**src/logic/bus_pkg.sv**
```systemverilog
package bus_pkg;

    // Shared RAM geometry, 2 KB of bytes
    localparam int addr_w = 11;                 // Word address bits
    localparam int data_w = 8;                  // Byte wide

    typedef logic [addr_w-1:0] addr_t;
    typedef logic [data_w-1:0] data_t;

    // One master's access toward the RAM
    // Main bus, MCU and sound CPU all use the same shape
    // Plain levels, no handshake: the slot decides when it lands
    typedef struct packed {
        logic  cs;                              // Select level
        logic  rnw;                             // High for read
        addr_t addr;                            // Byte address
        data_t wdata;                           // Write data, don't care on reads
    } mem_req_t;

endpackage

```
**src/logic/slice_pkg.sv**
```systemverilog
package slice_pkg;

    // Who drives RAM port 1 in the current window
    typedef enum logic {
        OWN_SND = 1'b0,                         // Sound CPU window
        OWN_MCU = 1'b1                          // MCU window
    } owner_e;

    // Enable generator state, one value per clock
    // Only one of the two enables can fire in a given cycle
    typedef enum logic [1:0] {
        PH_IDLE = 2'd0,                         // Neither enable
        PH_SND  = 2'd1,                         // snd_cen cycle
        PH_MCU  = 2'd2                          // mcu_cen cycle
    } phase_e;

endpackage

```
**src/logic/tri_ram.sv**
```systemverilog
module tri_ram (
    input  logic                               clk,
    input  logic                               arst_n,
    input  logic                               snd_cen,
    input  logic                               mcu_cen,
    input  bus_pkg::mem_req_t                  mcu_req,
    input  bus_pkg::mem_req_t                  snd_req,
    input  logic [bus_pkg::data_w-1:0]         q1,      // RAM port 1 read data
    // RAM port 1 controls
    output logic                               we1,
    output logic [bus_pkg::addr_w-1:0]         addr1,
    output logic [bus_pkg::data_w-1:0]         data1,
    // Access being served, for the doorbell
    output bus_pkg::mem_req_t                  x_req,
    output slice_pkg::owner_e                  owner,
    output logic [bus_pkg::data_w-1:0]         mcu_rdata,
    output logic [bus_pkg::data_w-1:0]         snd_rdata
);

    bus_pkg::mem_req_t sel;                     // Owner's raw request
    logic              fresh;                   // First cycle of a window

    // Window switching
    // Sound CPU has the port until its cen, then the MCU until its own
    always_ff @(posedge clk or negedge arst_n) begin
        if (!arst_n) begin
            owner <= slice_pkg::OWN_SND;
        end else begin
            if (snd_cen) owner <= slice_pkg::OWN_MCU;
            if (mcu_cen) owner <= slice_pkg::OWN_SND;
        end
    end

    // q1 in the first cycle still carries the old owner's address
    always_ff @(posedge clk or negedge arst_n) begin
        if (!arst_n) begin
            fresh <= 1'b1;                      // Nothing valid right after reset
        end else begin
            fresh <= snd_cen | mcu_cen;         // Owner flips on this edge
        end
    end

    // Port 1 mux
    always_comb begin
        sel     = (owner == slice_pkg::OWN_MCU) ? mcu_req : snd_req;
        we1     = sel.cs & ~sel.rnw;
        x_req   = sel;
        x_req.wdata = we1 ? sel.wdata : '0;     // Quiet data bus when not writing
        addr1   = x_req.addr;
        data1   = x_req.wdata;
    end

    // Read data steering, the idle side keeps its last byte
    always_ff @(posedge clk) begin
        if (!fresh) begin
            if (owner == slice_pkg::OWN_MCU) begin
                mcu_rdata <= q1;
            end else begin
                snd_rdata <= q1;
            end
        end
    end

    // Slices are tied to the CPU clocks, each cen must close
    // the window of its own CPU
    a_owner_flip : assert property (
        @(posedge clk) disable iff (!arst_n)
        (snd_cen |-> (owner == slice_pkg::OWN_SND)) and
        (mcu_cen |-> (owner == slice_pkg::OWN_MCU))
    ) else $error("tri_ram: cen outside its own window");

endmodule

```
**config.mk**
```make
export PLATFORM = sky130hd
export DESIGN_NAME = tri_ram
export DESIGN_NICKNAME = d
export VERILOG_FILES = /design/src/logic/bus_pkg.sv /design/src/logic/slice_pkg.sv /design/src/logic/tri_ram.sv
export SDC_FILE = /design/constraint.sdc
export NUM_CORES = 1
export LEC_CHECK = 0
export BUFFER_PORTS_ARGS = -buffer_cell sky130_fd_sc_hd__buf_4
export CAP_MARGIN = 10
export CORE_MARGIN = 2
export CORE_UTILIZATION = 33
export DETAILED_ROUTE_END_ITERATION = 8
export PLACE_DENSITY_LB_ADDON = 0.15
export SETUP_SLACK_MARGIN = 0.05
export SYNTH_ARGS = -nofsm -noshare
export SYNTH_HDL_FRONTEND = slang
export SYNTH_SLANG_ARGS = --single-unit
```
**constraint.sdc**
```tcl
create_clock -name clk -period 1.6 [get_ports clk]
set_clock_uncertainty 0.05 [all_clocks]
set_input_delay 0.08 -clock clk [delete_from_list [all_inputs] [get_ports clk]]
set_output_delay 0.08 -clock clk [all_outputs]
set_load 0.01 [all_outputs]
```
==> flow_summary.ini <==
[place]
placed_area_sq_mm = 0.00171
place_inst = 192
place_hpwl_microns = 2250
gp_congestion = 0.680
io_buffers = 111

[global_route]
grtUsageTotal = 0.162
overflow = 0
grt_max_degree = 11
grt_pass1_wl_microns = 4260
grt_pass1_vias = 917
antenna_found_initial = 0

[floorplanning]
io_pins = 112
fp.dieH_microns = 58.6
core_area_sq_mm = 0.00278
initial_core_util = 0.353
die-width_microns = 58.6
rows = 19
die_area_sq_mm = 0.00343

[timing]
rsz0062_at_grt = yes
fin_crit_ps = 1530
drv_slew = 0
setup_viol = 0
relSlewSlack = 0.718
min_period_over_period = 0.959
hold_violations = 0
setup-tns-final_ps = 0
worstMarginPinSlew_ps = 422
fmax_mhz = 652

[finish]
layout.cells.non_filler = 212
diodes = 0
finalNetCount = 236
post_route_cells_drive_above_1_share = 0.773
design_area_sq_mm = 0.00189
area_delta_synth_final_pct = 92.2
layout_commonest_cell = buf_4
final_cell_mix = 117 x buf_4, 16 x edfxtp_1, 13 x mux2_2

[route]
post-route-drc-count = 0
final_antenna_net_count = 0
dr.pass1.iters = 2
wirelength_microns = 2820
dr.first_iter.drc_count = 13
wl_per_cell_microns = 13.3
viasPerCell = 4.38
vias = 929

[power]
cellPowerDensity_mw_per_mm2 = 621
totalPowerFinal_uw = 1170
peakVddDrop_mv = 0.927
total_leakage_power_uw = 0.000917

[critical_path]
cpMostUsedCell = buf_4
arrival_ps = 1400
worstPathMaxFanout = 6
crit_slowest_cell = dfrtp_2
start_kind = flip-flop
crit_path_end_kind = primary output
critPathMaxStageDelay_ps = 440
path_class = reg -> out
required_ps = 1470
cp_cell_sequence = buf_4, mux2_2, buf_4
reg2reg_depth = 4

[cts]
numCtsBuffers = 3
htree_levels = 1
max-clock-path-buffers = 2
cts.sinks = 18
cts-root-buf = clkbuf_4
cts_tree = yes
clk_latency_ps = 280
path_clk_slew_ps = 90

[run]
drv_cap = 0

[synthesis]
yosys_warnings = 0
ys_types = 13
ys_seq_area_frac = 0.541
avgSynthCellArea_sq_um = 14.2
synth_area_sq_um = 982
ys_ff_latch = 18
syn_nets = 123
syn-instance-count = 69

[run_status]
status = complete, no violations

[min_path]
hold_path_class = in -> async
[stage by stage]
step | hold WS [ps] | setup slack, ps | utilization
after detailed placement | -185 | 207 | 0.614
final | 54.3 | 66.1 | 0.679
after global placement | -187 | 240 | 0.614
after floorplan | -266 | 72.1 | -
after CTS | 42.2 | 48.2 | 0.677
after global routing | 78.8 | 10.9 | 0.679
[where the power goes]
| part | leakage [uW] | switching (uW) | total, uW | internal, uW |
|---|---|---|---|---|
| Clock | 0.0000150 | 129 | 225 | 96.8 |
| Sequential | 0.000169 | 7.87 | 539 | 531 |
| Combinational | 0.000733 | 147 | 407 | 260 |
| Total | 0.000917 | 283 | 1170 | 888 |
[logic make-up after synthesis]
kind of cell,share of synthesized area
buffers and inverters,0.176
DFF,0.541
muxes,0.149
AOI/OAI and AO/OA,0.0713
and+or+nand+nor,0.0624
[sequential cells by signal, indices dropped and copies added, names as in the netlist]
signal and cells:
fresh 1, owner 1, snd_rdata 8, mcu_rdata 8
[repair_timing]
item                                    CTS  global route
hold endpoints to repair                 20             0
hold buffers                             12             0
gates resized for setup                   1             1
endpoints found under the setup margin   39            38
buffers inserted                          4             0
cloned                                    0             0
pin swaps                                 1             1
[metal layers]
metal  global-route usage  routed length, microns  up-vias
met4                    0                       0        0
met3               0.0593                     302        0
met2                0.324                    1640       51
met1                0.167                     876      417
met5                    0                       0        -
li1                     -                       -      461
[final cells by class]
class | count | area (sq um)
Sequential cell | 18 | 533
Fill cell | 222 | 893
Clock buffer | 4 | 26.3
Multi-Input combinational cell | 29 | 280
Timing Repair Buffer | 130 | 1010
Tap cell | 31 | 38.8
[cells in the mapped netlist]
| library cell | n | share of area |
|---|---|---|
| a22o_1 | 8 | 0.071 |
| and3b_4 | 1 | 0.013 |
| buf_4 | 20 | 0.15 |
| buf_6 | 2 | 0.023 |
| dfrtp_1 | 1 | 0.025 |
| dfstp_2 | 1 | 0.027 |
| edfxtp_1 | 16 | 0.49 |
| mux2_2 | 13 | 0.15 |
| nor2_1 | 3 | 0.011 |
| nor2b_1 | 1 | 0.0064 |
| nor3b_4 | 1 | 0.019 |
| or2_1 | 1 | 0.0064 |
| or2_2 | 1 | 0.0064 |
[critical path, delay by kind of cell (launching register included)]
family | cells | cell delay (ps)
mux | 1 | 350
flops | 1 | 440
buf+inv | 2 | 330
[path summary, 6_finish.rpt]
kind	start	end	slack (ps)
worst min-delay path	arst_n	owner	50
max in group asynchronous	arst_n	fresh	1270
worst min register to register	fresh	snd_rdata[0]	710
worst max-delay path	owner	addr1[5]	70
worst max register to register	owner	owner	120
min in group clk	snd_req[7]	data1[7]	430
Power figures use the tool's default switching activity.
