File: src/logic/bus_pkg.sv
package bus_pkg;

    // Shared RAM geometry, 2 KB of bytes
    localparam int addr_w = 11;                 // Word address bits
    localparam int data_w = 8;                  // Byte wide

    typedef logic [addr_w-1:0] addr_t;
    typedef logic [data_w-1:0] data_t;

    // One master's access toward the RAM
    // Main bus, MCU and sound CPU all use the same shape
    // Plain levels, no handshake: the slot decides when it lands
    typedef struct packed {
        logic  cs;                              // Select level
        logic  rnw;                             // High for read
        addr_t addr;                            // Byte address
        data_t wdata;                           // Write data, don't care on reads
    } mem_req_t;

endpackage

File: src/logic/slice_pkg.sv
package slice_pkg;

    // Who drives RAM port 1 in the current window
    typedef enum logic {
        OWN_SND = 1'b0,                         // Sound CPU window
        OWN_MCU = 1'b1                          // MCU window
    } owner_e;

    // Enable generator state, one value per clock
    // Only one of the two enables can fire in a given cycle
    typedef enum logic [1:0] {
        PH_IDLE = 2'd0,                         // Neither enable
        PH_SND  = 2'd1,                         // snd_cen cycle
        PH_MCU  = 2'd2                          // mcu_cen cycle
    } phase_e;

endpackage

File: src/logic/doorbell.sv
module doorbell (
    input  logic              clk,
    input  logic              arst_n,
    input  bus_pkg::mem_req_t bus_req,          // Main bus, port 0
    input  bus_pkg::mem_req_t x_req,            // Port 1 access in service
    input  slice_pkg::owner_e owner,            // Who made the port 1 access
    output logic              mcu_irq,          // Toward the MCU
    output logic              bus_irq           // Toward main and sub CPUs
);

    logic bus_hit, x_hit;                       // Word 0 selected
    logic bus_wr0, bus_rd0;
    logic x_wr0, mcu_rd0;

    assign bus_hit = bus_req.cs && (bus_req.addr == '0);
    assign x_hit   = x_req.cs && (x_req.addr == '0);

    // Main bus side
    assign bus_wr0 = bus_hit & ~bus_req.rnw;    // Rings the MCU
    assign bus_rd0 = bus_hit &  bus_req.rnw;    // Acknowledges its own bell

    // Port 1 side, either CPU may ring
    assign x_wr0   = x_hit & ~x_req.rnw;
    // Only the MCU acknowledges, a sound read leaves the bell
    assign mcu_rd0 = x_hit & x_req.rnw & (owner == slice_pkg::OWN_MCU);

    // MCU bell
    always_ff @(posedge clk or negedge arst_n) begin
        if (!arst_n) begin
            mcu_irq <= 1'b0;
        end else if (bus_wr0) begin
            mcu_irq <= 1'b1;                    // Set beats clear
        end else if (mcu_rd0) begin
            mcu_irq <= 1'b0;
        end
    end

    // Main bus bell
    always_ff @(posedge clk or negedge arst_n) begin
        if (!arst_n) begin
            bus_irq <= 1'b0;
        end else if (x_wr0) begin
            bus_irq <= 1'b1;
        end else if (bus_rd0) begin
            bus_irq <= 1'b0;
        end
    end

endmodule

File: config.mk
export PLATFORM = sky130hd
export DESIGN_NAME = doorbell
export DESIGN_NICKNAME = d
export VERILOG_FILES = /design/src/logic/bus_pkg.sv /design/src/logic/slice_pkg.sv /design/src/logic/doorbell.sv
export SDC_FILE = /design/constraint.sdc
export NUM_CORES = 1
export LEC_CHECK = 0
export CORE_AREA = 2 2 39 41
export CTS_CLUSTER_SIZE = 28
export DETAILED_ROUTE_END_ITERATION = 16
export DIE_AREA = 0 0 41 43
export DONT_BUFFER_PORTS = 1
export PLACE_DENSITY = 0.31
export SYNTH_ARGS = -nofsm -noshare
export SYNTH_HDL_FRONTEND = slang
export SYNTH_SLANG_ARGS = --single-unit
export TNS_END_PERCENT = 50
File: constraint.sdc
create_clock -name clk -period 1 [get_ports clk]
set_clock_uncertainty 0.2 [all_clocks]
set_input_delay 0.05 -clock clk [delete_from_list [all_inputs] [get_ports clk]]
set_output_delay 0.05 -clock clk [all_outputs]
set_load 0.03 [all_outputs]
==> summary.md <==
The run finished, with violations left. The final reports fail on negative hold slack. TritonCTS built the clock tree.

The worst setup path is launched from a flop. After technology mapping, the gate count stands at 15. The cell sitting at the root of the clock tree is a sky130_fd_sc_hd__clkbuf_4.

The adder-cell area share of the yosys netlist came out at 0. At the worst endpoint, the arrival time is 740 ps. The number of remaining DRC errors is 0, and the per-cell via count in the routed design is 4.62.

The mux share of post-synthesis cell area works out to 0. CTS saw 2 sinks. In this run the cell area measured after placement is 246 um2.

Routability-driven placement finished with a final weighted congestion of 0.584. The kind of cell with the highest combined delay along the critical path is flip-flops. The final worst setup slack is 10.6 ps. At the later pin of the worst-skew pair, clock insertion delay measures 220 ps. The critical path is of the flop to output port type. The area share of xor/xnor cells in the synthesized design is 0. The die covers 1760 um2. The critical path goes through buf_6.

The Yosys step of the flow raised 0 warnings. The average wire per cell in the routed design came out at 12.8 um. In this run the static leakage power is 0.110 nW.

The buffers plus inverters on the worst setup path was 1. For the number of antenna violations at the first check in global routing, the log shows 0. The number of global-route vias before repair is 225. Count of port buffers added during placement: 0. The region available for standard cell placement spans 1380 um2. Clock-pin slew was measured on the worst setup and hold paths at 30 ps. The floorplan has 14 rows. Data required time at the worst endpoint: 750 ps.

Final cycle utilization of the critical path: 0.989. Setup repair after global routing could not meet its margin everywhere. The repair_antennas step left the layout with diodes totalling 0. The final-layout worst hold slack came out at -191 ps.

Ranked by total cell area, the synthesized netlist is headed by sky130_fd_sc_hd__dfrtp_1 24%, sky130_fd_sc_hd__nor4b_4 22%, sky130_fd_sc_hd__nor4_4 20%, sky130_fd_sc_hd__nor4_2 12%, sky130_fd_sc_hd__o2bb2ai_1 8.3%. The actual slew at the worst max-slew pin works out to 274 ps. By area, the combinational part of the netlist is dominated by simple AND/OR/NAND/NOR gates. Entering global routing, the biggest net connects 3 pins. The total overflow left after global routing is 0. The number of synthesized flops with an enable pin is 0. Delay contributed by the slowest stage of the critical path: 370 ps.

The post-layout minimum cycle time came out at 989 ps. The first global-routing pass estimated 862 um of wire. The area growth from synthesis to final layout was 56.8%. In this run the power density over the cells is 897 nW/um2.

The most used flip-flop cell after synthesis is sky130_fd_sc_hd__dfrtp_1. The tools report the maximum number of buffers from clock root to sink as 2. Critical-path cell with the highest stage delay: sky130_fd_sc_hd__dfrtp_1. The vertical die dimension is 43 um, and the half-perimeter wire length of the detailed placement result is 481 um. The fmax is 1010 MHz. The number of library cell types mapped by synthesis was 8. The remaining max-slew budget at the tightest pin is 0.816. For the number of DRC markers in iteration 0, the log shows 3. Fraction of registers with async set or reset after synthesis: 1.00. With fillers left out, the area of the finished cells amounts to 332 um2. The proportion of layout cells with a drive suffix above 1 was 0.500.

The die boundary width works out to 41 um. The initial core utilization was 0.153; the number of optimization iterations in the first detailed-route pass was 2. The run gives 1 as the number of H-tree levels. At the placement stage, the worst setup path has a slack of 23.1 ps. Summed over all instances, the cell type with the most area after synthesis is sky130_fd_sc_hd__dfrtp_1.

The synthesized area per cell is 14.1 um2. The routed layout has 194 vias. Setup violations remaining at the end of the flow were counted as 0. When the netlist entered floorplanning its net count stood at 60. During I/O placement, the number of pins put on the boundary was 47. The synthesized netlist occupies a cell area of 211 um2.

In this run the worst hold path is classified as primary input to flop. Once detail routing completed, the nets flagged for antenna violations numbered 0. The overall track demand over capacity in global routing was 0.0752. The share of synthesized area occupied by flip-flops and latches was 0.237; the simple-gate portion of the synthesized area was 0.680.

The post-synthesis sequential element count was 2. Area share of the largest cell type after synthesis: 0.237. The peak supply drop is 0.000178 V, and the fraction of the mapped netlist area in compound gates is 0.0828. Max-cap violations in this run came to 0. The run gives 2 as the final hold violation count.

For the count of pins over their slew limit, the log shows 0. At the end of the flow, the number of nets in the layout was 73. The final layout contains routed wiring with a total length of 536 um.

STA classifies the critical path endpoint as an output port. Worst-path maximum fanout: 2. For the number of buffers added by the clock tree synthesis step, the log shows 3.
## per-stage QoR
| stage | cells | setup TNS (ps) | total power [mW] | utilization |
|---|---|---|---|---|
| finish | 42 | 0 | 0.297 | 0.240 |
| global route | 42 | -27.4 | 0.315 | 0.240 |
| CTS | 41 | -3.60 | 0.310 | 0.232 |
| detailed placement | 33 | 0 | 0.105 | 0.178 |
| global placement | 33 | 0 | 0.105 | 0.178 |
| floorplan | 15 | 0 | 0.103 | - |
## kinds of logic after synthesis
family and count (synthesis):
AO/OA/AOI/OAI 2, flip-flops 2, AND/OR/NAND/NOR 11
## final timing paths
| kind | from | to | slack, ps | cells after the start |
|---|---|---|---|---|
| min reg2reg | bus_irq | bus_irq | 390 | 2 |
| min in group asynchronous | arst_n | bus_irq | 400 | 2 |
| max reg2reg | mcu_irq | mcu_irq | 60 | 2 |
| min | x_req[12] | bus_irq | -190 | 3 |
| max | mcu_irq | mcu_irq | 10 | 1 |
| max in group asynchronous | arst_n | mcu_irq | 80 | 2 |
## area by class of cell
type / instances / area (um2)
Fill cell: 152 / 1050
Multi-Input combinational cell: 13 / 161
Timing Repair Buffer: 8 / 77.6
Sequential cell: 2 / 50.0
Clock buffer: 3 / 22.5
Tap cell: 16 / 20.0
## layout by cell type, fill, tap and decap left out
master	n
sky130_fd_sc_hd__nand3_1	2
sky130_fd_sc_hd__buf_4	2
sky130_fd_sc_hd__dfrtp_1	2
sky130_fd_sc_hd__buf_6	2
sky130_fd_sc_hd__and2_1	1
sky130_fd_sc_hd__clkbuf_4	3
sky130_fd_sc_hd__nor4_4	2
sky130_fd_sc_hd__nor4b_4	2
sky130_fd_sc_hd__nand4_1	2
sky130_fd_sc_hd__o2bb2ai_1	2
sky130_fd_sc_hd__dlygate4sd3_1	4
sky130_fd_sc_hd__nor4_2	2
## state kept, by name (all words and copies together), names as in the netlist
register and flops:
mcu_irq 1, bus_irq 1
## power breakdown
group	internal, mW	leakage (nW)	switching [mW]
combinational	0.0273	0.0681	0.00938
clock	0.132	0.0138	0.0457
sequential	0.0822	0.0279	0.000418
## timing repair
action                                 in CTS  in global routing
endpoints found under the hold margin       4                  2
setup buffers                               2                  0
resized for setup                           2                  0
hold buffers                                3                  1
setup endpoints to repair                   2                  2
## per-layer routing
layer  track usage  up-vias  share of wire
met1        0.0865       86           0.30
li1              -       90              -
met2        0.0938       18           0.52
met4        0.0800        0              0
met3        0.0314        0           0.18
met5             0        -              0
Note: power is estimated with default switching activity, not from simulation.
