$ cat src/logic/slice_pkg.sv
package slice_pkg;

    // Who drives RAM port 1 in the current window
    typedef enum logic {
        OWN_SND = 1'b0,                         // Sound CPU window
        OWN_MCU = 1'b1                          // MCU window
    } owner_e;

    // Enable generator state, one value per clock
    // Only one of the two enables can fire in a given cycle
    typedef enum logic [1:0] {
        PH_IDLE = 2'd0,                         // Neither enable
        PH_SND  = 2'd1,                         // snd_cen cycle
        PH_MCU  = 2'd2                          // mcu_cen cycle
    } phase_e;

endpackage

$ cat src/logic/cen_gen.sv
module cen_gen #(
    parameter int cpu_period = 8                // Clocks per slow CPU cycle
) (
    input  logic clk,
    input  logic arst_n,
    output logic snd_cen,
    output logic mcu_cen
);

    localparam int cw   = $clog2(cpu_period);
    localparam int half = cpu_period / 2;

    localparam logic [cw-1:0] snd_at = cw'(half - 1);       // Count before snd phase
    localparam logic [cw-1:0] last   = cw'(cpu_period - 1); // Wrap point, before mcu phase

    logic [cw-1:0]     cnt;
    slice_pkg::phase_e phase, phase_nxt;

    // Free running modulo counter
    always_ff @(posedge clk or negedge arst_n) begin
        if (!arst_n) begin
            cnt <= '0;
        end else begin
            cnt <= (cnt == last) ? '0 : cnt + 1'b1;
        end
    end

    // Decode the count into the next phase
    always_comb begin
        case (cnt)
            snd_at:  phase_nxt = slice_pkg::PH_SND;
            last:    phase_nxt = slice_pkg::PH_MCU;          // Half a period later
            default: phase_nxt = slice_pkg::PH_IDLE;
        endcase
    end

    always_ff @(posedge clk or negedge arst_n) begin
        if (!arst_n) begin
            phase <= slice_pkg::PH_IDLE;                     // Quiet until first snd phase
        end else begin
            phase <= phase_nxt;
        end
    end

    assign snd_cen = (phase == slice_pkg::PH_SND);
    assign mcu_cen = (phase == slice_pkg::PH_MCU);

    // The slices need room for at least a few cycles each
    initial begin
        a_period : assert ((cpu_period % 2 == 0) && (cpu_period >= 6))
            else $fatal(1, "cen_gen: cpu_period %0d must be even and >= 6", cpu_period);
    end

    // Registered phase lines up with the counter, half a period apart
    a_apart : assert property (
        @(posedge clk) disable iff (!arst_n)
        (snd_cen |-> (cnt == cw'(half))) and (mcu_cen |-> (cnt == '0))
    ) else $error("cen_gen: enable out of step with counter");

endmodule

$ cat config.mk
export PLATFORM = sky130hd
export DESIGN_NAME = cen_gen
export DESIGN_NICKNAME = d
export VERILOG_FILES = /design/src/logic/slice_pkg.sv /design/src/logic/cen_gen.sv
export SDC_FILE = /design/constraint.sdc
export NUM_CORES = 1
export LEC_CHECK = 0
export ABC_AREA = 0
export BUFFER_PORTS_ARGS = -buffer_cell sky130_fd_sc_hd__buf_2
export CORE_AREA = 2 2 39 41
export CTS_BUF_LIST = sky130_fd_sc_hd__clkbuf_4 sky130_fd_sc_hd__clkbuf_8 sky130_fd_sc_hd__clkbuf_16
export DETAILED_ROUTE_END_ITERATION = 6
export DIE_AREA = 0 0 41 43
export PLACE_DENSITY = 0.36
export SLEW_MARGIN = 20
export SYNTH_ARGS = -nofsm -noshare
export SYNTH_HDL_FRONTEND = slang
export SYNTH_SLANG_ARGS = --single-unit
export TNS_END_PERCENT = 1
$ cat constraint.sdc
create_clock -name clk -period 1.1 [get_ports clk]
set_clock_uncertainty 0.1 [all_clocks]
set_input_delay 0.11 -clock clk [delete_from_list [all_inputs] [get_ports clk]]
set_output_delay 0.11 -clock clk [all_outputs]
set_load 0.02 [all_outputs]
==> impl_results.rst, run 1 <==
.. list-table::
   :header-rows: 1

   * - Metric
     - Value
   * - Run status
     - finished clean
   * - Setup-violating endpoint count in the final report
     - 0
   * - Final Total Pwr
     - 428 uW
   * - Synthesized Nets
     - 20
   * - Simple-gate portion of the synthesized area
     - 0.0988
   * - Comb pwr share
     - 0.017
   * - Synthesis-to-finish area growth
     - 45.7%
   * - Top cells by area in the synthesized netlist
     - dfrtp_1 (62%), ha_1 (19%), nor2b_1 (6.2%)
   * - Placer congestion estimate
     - 0.607
   * - Top-Level Pins
     - 4
   * - Drt initial violations
     - 3
   * - Data arrival, critical path
     - 0.88 ns
   * - Warnings, synthesis
     - 0
   * - Overall die width
     - 41 um
   * - Worst path bufs/invs
     - 1
   * - Number of library cell types mapped by synthesis
     - 7
   * - Wire length per cell
     - 7.13 um
   * - Switching part of the total
     - 0.183
   * - Row Count
     - 14
   * - Xor and xnor fraction of the mapped netlist area
     - 0
   * - DRC violation count after routing
     - 0
   * - Proportion of power drawn by flip-flops and latches
     - 0.431
   * - Area of the core
     - 0.00138 mm^2
   * - Fraction of final layout cells with drive strength greater than 1
     - 0.435
   * - Ratio of final minimum period to clock period
     - 0.988
   * - Adder and majority cell fraction of the synthesized area
     - 0.185
   * - Clock-pin transition on the worst setup and hold timing paths
     - 0.04 ns
   * - Share of synthesized area occupied by flip-flops and latches
     - 0.617
   * - Final hold violations
     - 0
   * - Overall via count from detail_route
     - 118
   * - Post-placement cell count
     - 34
   * - Static leakage
     - 0.151 nW
   * - Portion of synthesized cell area occupied by the leading cell type
     - 0.617
   * - Worst EP required
     - 0.89 ns
   * - Min-Delay Path Class
     - in -> async
   * - Avg Cell Area, Syn
     - 13.5 um^2
   * - Post-synth top cells
     - dfrtp_1 (5), ha_1 (3), inv_1 (2), nor2b_1 (2)
   * - Die Ht
     - 43 um
   * - Most used standard cell by instance count after synthesis
     - dfrtp_1
   * - Number of nets in the finished design
     - 29
   * - Max H-tree Level
     - 1
   * - Net switching power figure
     - 78.4 uW
   * - Post-route insts no fill
     - 39
   * - Worst hold margin
     - 0.111 ns
   * - GRT Residual Overflow
     - 0
   * - Cell type with the highest aggregate area in the netlist
     - dfrtp_1
   * - # port buffers
     - 3
   * - Skew-Pair Late Insertion Delay
     - 0.24 ns
   * - Dominant combinational cell family by area after synthesis
     - adder cells
   * - Critical Path End Type
     - primary output
   * - Clock share of power
     - 0.552
   * - Number of flops mapped to enable cells by yosys
     - 0
   * - Clock tree from TritonCTS
     - built
   * - Number of buffers added by the clock tree synthesis step
     - 3
   * - Core Util, Final
     - 0.213
   * - Achievable clock frequency
     - 920 MHz
   * - Pin count of the biggest net entering global routing
     - 6
   * - Max IR drop VDD
     - 0.354 mV
   * - Post-detailed-routing wire length
     - 278 um
   * - First-pass iteration count of the detailed router
     - 2
   * - Multiplexer share of the synthesized area
     - 0
   * - Via count of the first global-routing pass
     - 119
   * - Total number of clock tree sinks
     - 5
   * - Largest fanout on the critical path
     - 2
   * - Chain of cells forming the critical path
     - nor2b_1 > buf_4
   * - Design internal power
     - 350 uW
   * - Pwr/cell area
     - 1450 mW/mm^2
   * - RSZ-0062 raised after global routing
     - yes
   * - Proportion of synthesized flip-flops having asynchronous set or reset
     - 1.00
   * - Maximum clock insertion buffer count
     - 2
   * - Die area
     - 0.00176 mm^2
   * - Remaining antenna violation count
     - 0
   * - Prevailing post-synth register cell
     - dfrtp_1
   * - Initial core utilization
     - 0.146
   * - Final instance area
     - 295 um^2
   * - Origin of the critical flop-to-flop path
     - cnt[0]
   * - Antenna violations before repair
     - 0
   * - Cell area after synthesis
     - 203 um^2
   * - Worst slew margin relative to its limit
     - 0.914
   * - Critical setup path kind
     - reg -> out
   * - Number of setup buffers added after CTS
     - 0
   * - Worst-margin pin slew
     - 0.127 ns
   * - Synthesis-stage register bit count
     - 5
   * - Number of violations of the max-capacitance limit
     - 0
   * - Critical path's top delay family
     - flip-flops
   * - Final count of pins violating max slew
     - 0
   * - Compound-Gate Fraction of Synth Area
     - 0.0617
   * - Via density per instance
     - 3.03
   * - Area after detailed placement
     - 238 um^2
   * - FF+latch area
     - 125 um^2
   * - Global routing usage summed across all routing layers
     - 0.0433
   * - Critical Path Max Stage Delay
     - 0.36 ns
   * - N_diodes
     - 0
   * - Critical Path Start
     - phase[1]
   * - Global-route wire length before repair
     - 434 um
   * - Root buffer cell
     - clkbuf_4
   * - Critical path startpoint category
     - register
   * - Shortest clock period the worst path allows after layout
     - 1.09 ns
   * - Synthesized instance count
     - 15
   * - Worst-path cell with the longest stage delay
     - dfrtp_1
   * - Footprint of the multi-input gates
     - 85.1 um^2
   * - Filler cell count in the final layout
     - 146
layer usage:
layer / GRT usage / vias to the layer above / routed length [um]
met4: 0.0600 / 0 / 0
li1: - / 63 / -
met3: 0.0314 / 0 / 29
met2: 0.0469 / 4 / 120
met1: 0.0422 / 51 / 128
met5: 0 / - / 0
flip-flops by register name, indices dropped and copies added, names as in the netlist:
| name | cells |
|---|---|
| cnt | 3 |
| phase | 2 |
cells by family after synthesis:
| logic type | after synthesis |
|---|---|
| simple gates | 3 |
| fa+ha+maj | 3 |
| flops | 5 |
| buf+inv | 2 |
| compound gates | 2 |
cells in the final DEF, fill, tap and decap left out:
cell type      instances
ha_4                   1
a21boi_0               1
inv_1                  2
nor2b_1                2
ha_1                   1
a21oi_1                1
and2_2                 1
buf_2                  2
buf_4                  1
dfrtp_1                5
dlygate4sd3_1          1
ha_2                   1
clkbuf_4               4
power groups by stage:
stage	combinational, mW	sequential (mW)	clock, mW
after global placement	0.00499	0.187	0
after CTS	0.00782	0.185	0.246
after floorplan	0.0000000476	0.187	0
after global routing	0.00864	0.184	0.266
after detailed placement	0.00511	0.187	0
final	0.00726	0.185	0.236
timing repair:
| item | 4_1_cts | 5_1_grt |
|---|---|---|
| setup endpoints to repair | 1 | 3 |
| endpoints found under the hold margin | 5 | 0 |
| hold buffers | 1 | 0 |
| gates cloned | 0 | 0 |
| pin swaps | 0 | 1 |
| gates resized for setup | 1 | 2 |
path summary, 6_finish.rpt:
path | slack [ns] | depth (start not counted) | endpoint
max in group asynchronous | 0.66 | 2 | cnt[1]
hold / removal | 0.11 | 2 | phase[0]
hold reg to reg | 0.38 | 1 | cnt[0]
setup reg to reg | 0.02 | 3 | cnt[2]
min in group clk | 0.38 | 1 | cnt[0]
setup / recovery | 0.01 | 2 | mcu_cen
stage by stage:
step	setup slack (ns)	setup TNS, ns
2_1_floorplan	0.0333	0
3_3_place_gp	-0.00103	-0.00103
3_5_place_dp	-0.00197	-0.00197
4_1_cts	0.00259	0
5_1_grt	-0.0203	-0.0524
6_report	0.0135	0
final cells by class:
type                       count  share of cell area
timing repair buffer           4              0.0932
clock buffer                   4               0.102
inverter                       2              0.0254
sequential                     5               0.424
multi-input combinational      8               0.288
tap                           16              0.0678
Note: power is estimated with default switching activity, not from simulation.
==> run 2: changes to the inputs <==
--- a/config.mk
+++ b/config.mk
@@ -12,6 +12,8 @@
 export DETAILED_ROUTE_END_ITERATION = 6
 export DIE_AREA = 0 0 41 43
 export PLACE_DENSITY = 0.36
+export RECOVER_POWER = 25
+export SETUP_SLACK_MARGIN = 0.3
 export SLEW_MARGIN = 20
 export SYNTH_ARGS = -nofsm -noshare
 export SYNTH_HDL_FRONTEND = slang
==> run 2 against run 1 <==
Routed wire length increased by 24%. Count of clock-buffer cells in the layout is the same. Clock power about the same. Critical path type unchanged. Largest power group unchanged.
==> impl_results.rst, run 2 (same netlist as run 1, synthesis figures left out) <==
.. list-table::
   :header-rows: 1

   * - Metric
     - Value
   * - Origin of the critical flop-to-flop path
     - cnt[0]
   * - Post-detailed-routing wire length
     - 344 um
   * - Setup-violating endpoint count in the final report
     - 0
   * - Die Ht
     - 43 um
   * - Final hold violations
     - 0
   * - Max IR drop VDD
     - 0.695 mV
   * - Reg-to-reg setup timing slack
     - 0.01 ns
   * - Drt initial violations
     - 3
   * - Reg-to-Reg End
     - cnt[2]
   * - Critical setup path kind
     - reg -> out
   * - Achievable clock frequency
     - 911 MHz
   * - # port buffers
     - 3
   * - Via density per instance
     - 3.38
   * - Proportion of power drawn by flip-flops and latches
     - 0.429
   * - Critical path startpoint category
     - register
   * - Global-route wire length before repair
     - 683 um
   * - GRT Residual Overflow
     - 0
   * - Via count of the first global-routing pass
     - 166
   * - Ratio of final minimum period to clock period
     - 0.997
   * - Overall die width
     - 41 um
   * - HPWL after detailed placement
     - 216 um
   * - Overall via count from detail_route
     - 132
   * - Top-Level Pins
     - 4
   * - Switching part of the total
     - 0.188
   * - Initial core utilization
     - 0.146
   * - Remaining antenna violation count
     - 0
   * - Post-placement setup slack
     - 0.0279 ns
   * - DRC violation count after routing
     - 0
   * - Clock tree from TritonCTS
     - built
   * - Maximum clock insertion buffer count
     - 2
   * - Total number of clock tree sinks
     - 5
   * - Most frequent standard cell in the layout excluding fill and tap cells
     - dfrtp_1
   * - Number of setup buffers added after CTS
     - 0
   * - Worst-margin pin slew
     - 0.264 ns
   * - Registers with the most flip-flops
     - cnt (3), phase (2)
   * - Root buffer cell
     - clkbuf_4
   * - Placer congestion estimate
     - 0.619
   * - Shortest clock period the worst path allows after layout
     - 1.10 ns
   * - First-pass iteration count of the detailed router
     - 2
   * - N_diodes
     - 0
   * - Max reg flops
     - 3
   * - Termination of the worst setup path
     - mcu_cen
   * - Wire length per cell
     - 8.82 um
   * - Worst EP required
     - 0.89 ns
   * - Filler cell count in the final layout
     - 145
   * - Final critical-path setup slack
     - 0.00290 ns
   * - Row Count
     - 14
   * - Number of nets in the finished design
     - 29
   * - Area of the core
     - 0.00138 mm^2
   * - Register-to-Register Path Depth
     - 3
   * - Fraction of final layout cells with drive strength greater than 1
     - 0.565
   * - Critical Path End Type
     - primary output
   * - Number of buffers added by the clock tree synthesis step
     - 3
   * - Max H-tree Level
     - 1
   * - Largest fanout on the critical path
     - 2
   * - Net switching power figure
     - 81.0 uW
   * - Pin count of the biggest net entering global routing
     - 6
   * - Skew-Pair Late Insertion Delay
     - 0.24 ns
   * - Critical Path Start
     - phase[1]
   * - Data arrival, critical path
     - 0.89 ns
   * - Largest reg by FF count
     - cnt
   * - Run status
     - finished clean
   * - Static leakage
     - 0.147 nW
   * - Core Util, Final
     - 0.228
   * - Final count of pins violating max slew
     - 0
   * - Comb pwr share
     - 0.016
   * - Setup Total Neg Slack
     - 0 ns
   * - Global routing usage summed across all routing layers
     - 0.0675
   * - Synthesis-to-finish area growth
     - 55.6%
   * - Most frequent cells in the layout
     - dfrtp_1 (5), clkbuf_4 (4), nor2b_1 (2), ha_4 (2)
   * - Design internal power
     - 350 uW
   * - Number of violations of the max-capacitance limit
     - 0
   * - Min-Delay Path Class
     - in -> async
   * - Die area
     - 0.00176 mm^2
   * - Clock share of power
     - 0.555
   * - Pwr/cell area
     - 1370 mW/mm^2
   * - Antenna violations before repair
     - 0
   * - Clock-pin transition on the worst setup and hold timing paths
     - 0.04 ns
   * - Worst slew margin relative to its limit
     - 0.824
   * - RSZ-0062 raised after global routing
     - yes
[run 2: cell types whose count changed in the layout (fill, tap and decap cells not counted), sizes merged]
cell	previous run	this run
clkbuf	4	5
buf	3	2
[run 2: timing repair]
action                                  4_1_cts  5_1_grt
hold buffers                                  1        0
gates resized for setup                       7        2
pin swaps                                     3        1
endpoints found under the hold margin         5        0
endpoints found under the setup margin        7        7
[run 2: layout make-up]
type / count / area, um^2 / area share
timing repair buffer: 4 / 26.3 / 0.0833
inverter: 2 / 7.51 / 0.0238
multi-input combinational: 8 / 106 / 0.337
clock buffer: 4 / 30.0 / 0.0952
sequential: 5 / 125 / 0.397
tap: 16 / 20.0 / 0.0635
[run 2: how the worst min path moves through the flow]
| stage | cells after the start | startpoint | endpoint | slack (ns) |
|---|---|---|---|---|
| 3_5_place_dp | 1 | arst_n | cnt[2] | -0.17 |
| 5_1_grt | 2 | arst_n | cnt[2] | 0.18 |
| 2_1_floorplan | 0 | arst_n | cnt[0] | -0.29 |
| 3_3_place_gp | 1 | arst_n | phase[0] | -0.18 |
| 6_report | 2 | arst_n | cnt[2] | 0.15 |
| 4_1_cts | 2 | arst_n | cnt[2] | 0.11 |
[run 2: critical path: stages (launching register included)]
cell and delay, ns:
dfrtp_1 0.37, nor2b_1 0.12, buf_2 0.15
[run 2: metrics by stage]
step                power, mW  std cells  hold WS [ns]  area (um^2)
floorplan               0.187         15        -0.286          205
global placement        0.192         34        -0.176          240
detailed placement      0.192         34        -0.168          240
CTS                     0.445         39         0.107          304
global route            0.470         39         0.185          315
finish                  0.430         39         0.150          315
[run 2: power groups by stage]
stage	combinational [mW]	sequential, mW	clock (mW)
3_3_place_gp	0.00454	0.187	0
2_1_floorplan	0.0000000466	0.187	0
6_report	0.00685	0.185	0.239
5_1_grt	0.00838	0.184	0.278
3_5_place_dp	0.00507	0.187	0
4_1_cts	0.00784	0.184	0.253
[run 2: routing by layer]
metal	track usage	share of wire	vias to the layer above	wire length (um)
met2	0.0906	0.48	7	165
met1	0.0554	0.36	61	124
met5	0	0	-	0
met3	0.0942	0.16	0	54
li1	-	-	64	-
met4	0.0200	0	0	0
==> run 3: changes to the inputs <==
--- a/config.mk
+++ b/config.mk
@@ -12,7 +12,7 @@
 export DETAILED_ROUTE_END_ITERATION = 6
 export DIE_AREA = 0 0 41 43
 export PLACE_DENSITY = 0.36
-export RECOVER_POWER = 25
+export RECOVER_POWER = 50
 export SETUP_SLACK_MARGIN = 0.3
 export SLEW_MARGIN = 20
 export SYNTH_ARGS = -nofsm -noshare
==> constraint.sdc (replaced) <==
create_clock -name clk -period 0.9 [get_ports clk]
set_clock_uncertainty 0.1 [all_clocks]
set_input_delay 0.09 -clock clk [delete_from_list [all_inputs] [get_ports clk]]
set_output_delay 0.09 -clock clk [all_outputs]
set_load 0.02 [all_outputs]
==> run 3 against run 2 <==
The run now ends with setup timing left. Design area is 2.0% lower. Sequential cell count is the same. Setup slack worse by 0.18 ns. Non-clock buffer count rose by 1. Critical path depth rose by 1. Critical path type is now reg -> reg.
==> impl_results.rst, run 3 (same netlist as run 1, synthesis figures left out) <==
.. list-table::
   :header-rows: 1

   * - Metric
     - Value
   * - Top-Level Pins
     - 4
   * - Post-detailed-routing wire length
     - 280 um
   * - Shortest clock period the worst path allows after layout
     - 1.08 ns
   * - Synthesis-to-finish area growth
     - 52.5%
   * - Critical path startpoint category
     - register
   * - Final hold violations
     - 0
   * - Drt initial violations
     - 0
   * - Worst-margin pin slew
     - 0.269 ns
   * - Most frequent cells in the layout
     - dfrtp_1 (5), clkbuf_4 (4), nor2b_1 (2), ha_2 (2), buf_4 (2)
   * - Max H-tree Level
     - 1
   * - Initial core utilization
     - 0.146
   * - Number of setup buffers added after CTS
     - 0
   * - Global-route wire length before repair
     - 510 um
   * - Critical setup path kind
     - reg -> reg
   * - Via density per instance
     - 3.23
   * - GRT Residual Overflow
     - 0
   * - Wire length per cell
     - 7.00 um
   * - # port buffers
     - 3
   * - Antenna violations before repair
     - 0
   * - Global-route track usage on met1
     - 0.0490
   * - Data arrival, critical path
     - 1.11 ns
   * - Run status
     - finished with violations
   * - Largest reg by FF count
     - cnt
   * - Most frequent standard cell in the layout excluding fill and tap cells
     - dfrtp_1
   * - Max IR drop VDD
     - 1.19 mV
   * - Registers with the most flip-flops
     - cnt (3), phase (2)
   * - Worst hold margin
     - 0.139 ns
   * - Ratio of final minimum period to clock period
     - 1.20
   * - Overall die width
     - 41 um
   * - Root buffer cell
     - clkbuf_4
   * - DRC violation count after routing
     - 0
   * - GR Util met2
     - 0.0563
   * - Via count of the first global-routing pass
     - 137
   * - First-pass iteration count of the detailed router
     - 1
   * - Number of violations of the max-capacitance limit
     - 0
   * - Post-route insts no fill
     - 40
   * - Busiest layer in global routing
     - met3
   * - GR Util met3
     - 0.0628
   * - Row Count
     - 14
   * - Final critical-path setup slack
     - -0.176 ns
   * - Number of buffers added by the clock tree synthesis step
     - 3
   * - Max reg flops
     - 3
   * - Worst slew margin relative to its limit
     - 0.821
   * - Remaining antenna violation count
     - 0
   * - Clock tree from TritonCTS
     - built
   * - Critical Path End Type
     - register
   * - RSZ-0062 raised after global routing
     - yes
   * - Post-placement cell count
     - 35
   * - Clock-pin transition on the worst setup and hold timing paths
     - 0.04 ns
   * - Die Ht
     - 43 um
   * - Pwr/cell area
     - 1660 mW/mm^2
   * - Achievable clock frequency
     - 930 MHz
   * - N_diodes
     - 0
   * - Number of nets in the finished design
     - 30
   * - Fraction of final layout cells with drive strength greater than 1
     - 0.542
   * - Final count of pins violating max slew
     - 0
   * - Overall via count from detail_route
     - 129
   * - Total number of clock tree sinks
     - 5
   * - Pin count of the biggest net entering global routing
     - 6
   * - Maximum clock insertion buffer count
     - 2
   * - Min-Delay Path Class
     - in -> async
   * - Worst EP required
     - 0.94 ns
   * - Placer congestion estimate
     - 0.628
   * - Global routing usage summed across all routing layers
     - 0.0515
   * - Largest fanout on the critical path
     - 3
   * - Die area
     - 0.00176 mm^2
   * - Violated checks
     - setup timing
   * - Skew-Pair Late Insertion Delay
     - 0.24 ns
   * - Filler cell count in the final layout
     - 141
   * - Static leakage
     - 0.151 nW
   * - Setup-violating endpoint count in the final report
     - 7
   * - Area of the core
     - 0.00138 mm^2
run 3: changes by cell type in the layout (fill, tap and decap cells not counted):
cell,previous run,this run
a21oi_1,0,1
a21oi_2,1,0
buf_4,1,2
ha_2,1,2
ha_4,2,1
run 3: critical path, cell delays in order (launching register included):
cell	delay [ns]
dfrtp_1	0.39
ha_2	0.21
ha_4	0.26
inv_2	0.02
run 3: report_power, final:
part           leakage [nW]  switching, mW  internal [mW]  total (mW)
logic                0.0668        0.00467        0.00377     0.00843
registers            0.0658              0          0.226       0.226
clock network        0.0184         0.0817          0.197       0.279
total                 0.151         0.0864          0.427       0.513
run 3: stage by stage:
stage / total power [mW] / TNS, ns / setup WS (ns) / cell area, um^2 / utilization
after floorplan: 0.229 / -0.328 / -0.136 / 205 / -
after global placement: 0.235 / -0.405 / -0.146 / 248 / 0.179
after detailed placement: 0.235 / -0.496 / -0.161 / 248 / 0.179
after CTS: 0.528 / -0.746 / -0.184 / 292 / 0.211
after global routing: 0.554 / -1.04 / -0.214 / 309 / 0.223
final: 0.513 / -0.712 / -0.176 / 309 / 0.223
run 3: worst paths after layout:
path | endpoint | cells after the start | start | slack [ns]
max | cnt[2] | 3 | cnt[0] | -0.18
min | phase[1] | 2 | arst_n | 0.14
max reg2reg | cnt[2] | 3 | cnt[0] | -0.18
min reg2reg | cnt[0] | 1 | cnt[0] | 0.37
max in group asynchronous | cnt[0] | 2 | arst_n | 0.35
min in group clk | cnt[0] | 1 | cnt[0] | 0.37
run 3: layout make-up:
type,count,area [um^2],share of cell area
Multi-Input combinational cell,8,92.6,0.300
Tap cell,16,20.0,0.0648
Inverter,2,7.51,0.0243
Clock buffer,4,30.0,0.0972
Timing Repair Buffer,5,33.8,0.109
Sequential cell,5,125,0.405
run 3: routing by layer:
metal  vias up  wire length (um)
met1        59               123
met3         0                44
met4         0                 0
met2         6               112
li1         64                 -
met5         -                 0
run 3: repair_timing:
item / CTS / global route
setup endpoints to repair: 7 / 7
endpoints found under the hold margin: 5 / 0
hold buffers: 1 / 0
pin swaps: 2 / 2
resized for setup: 3 / 4
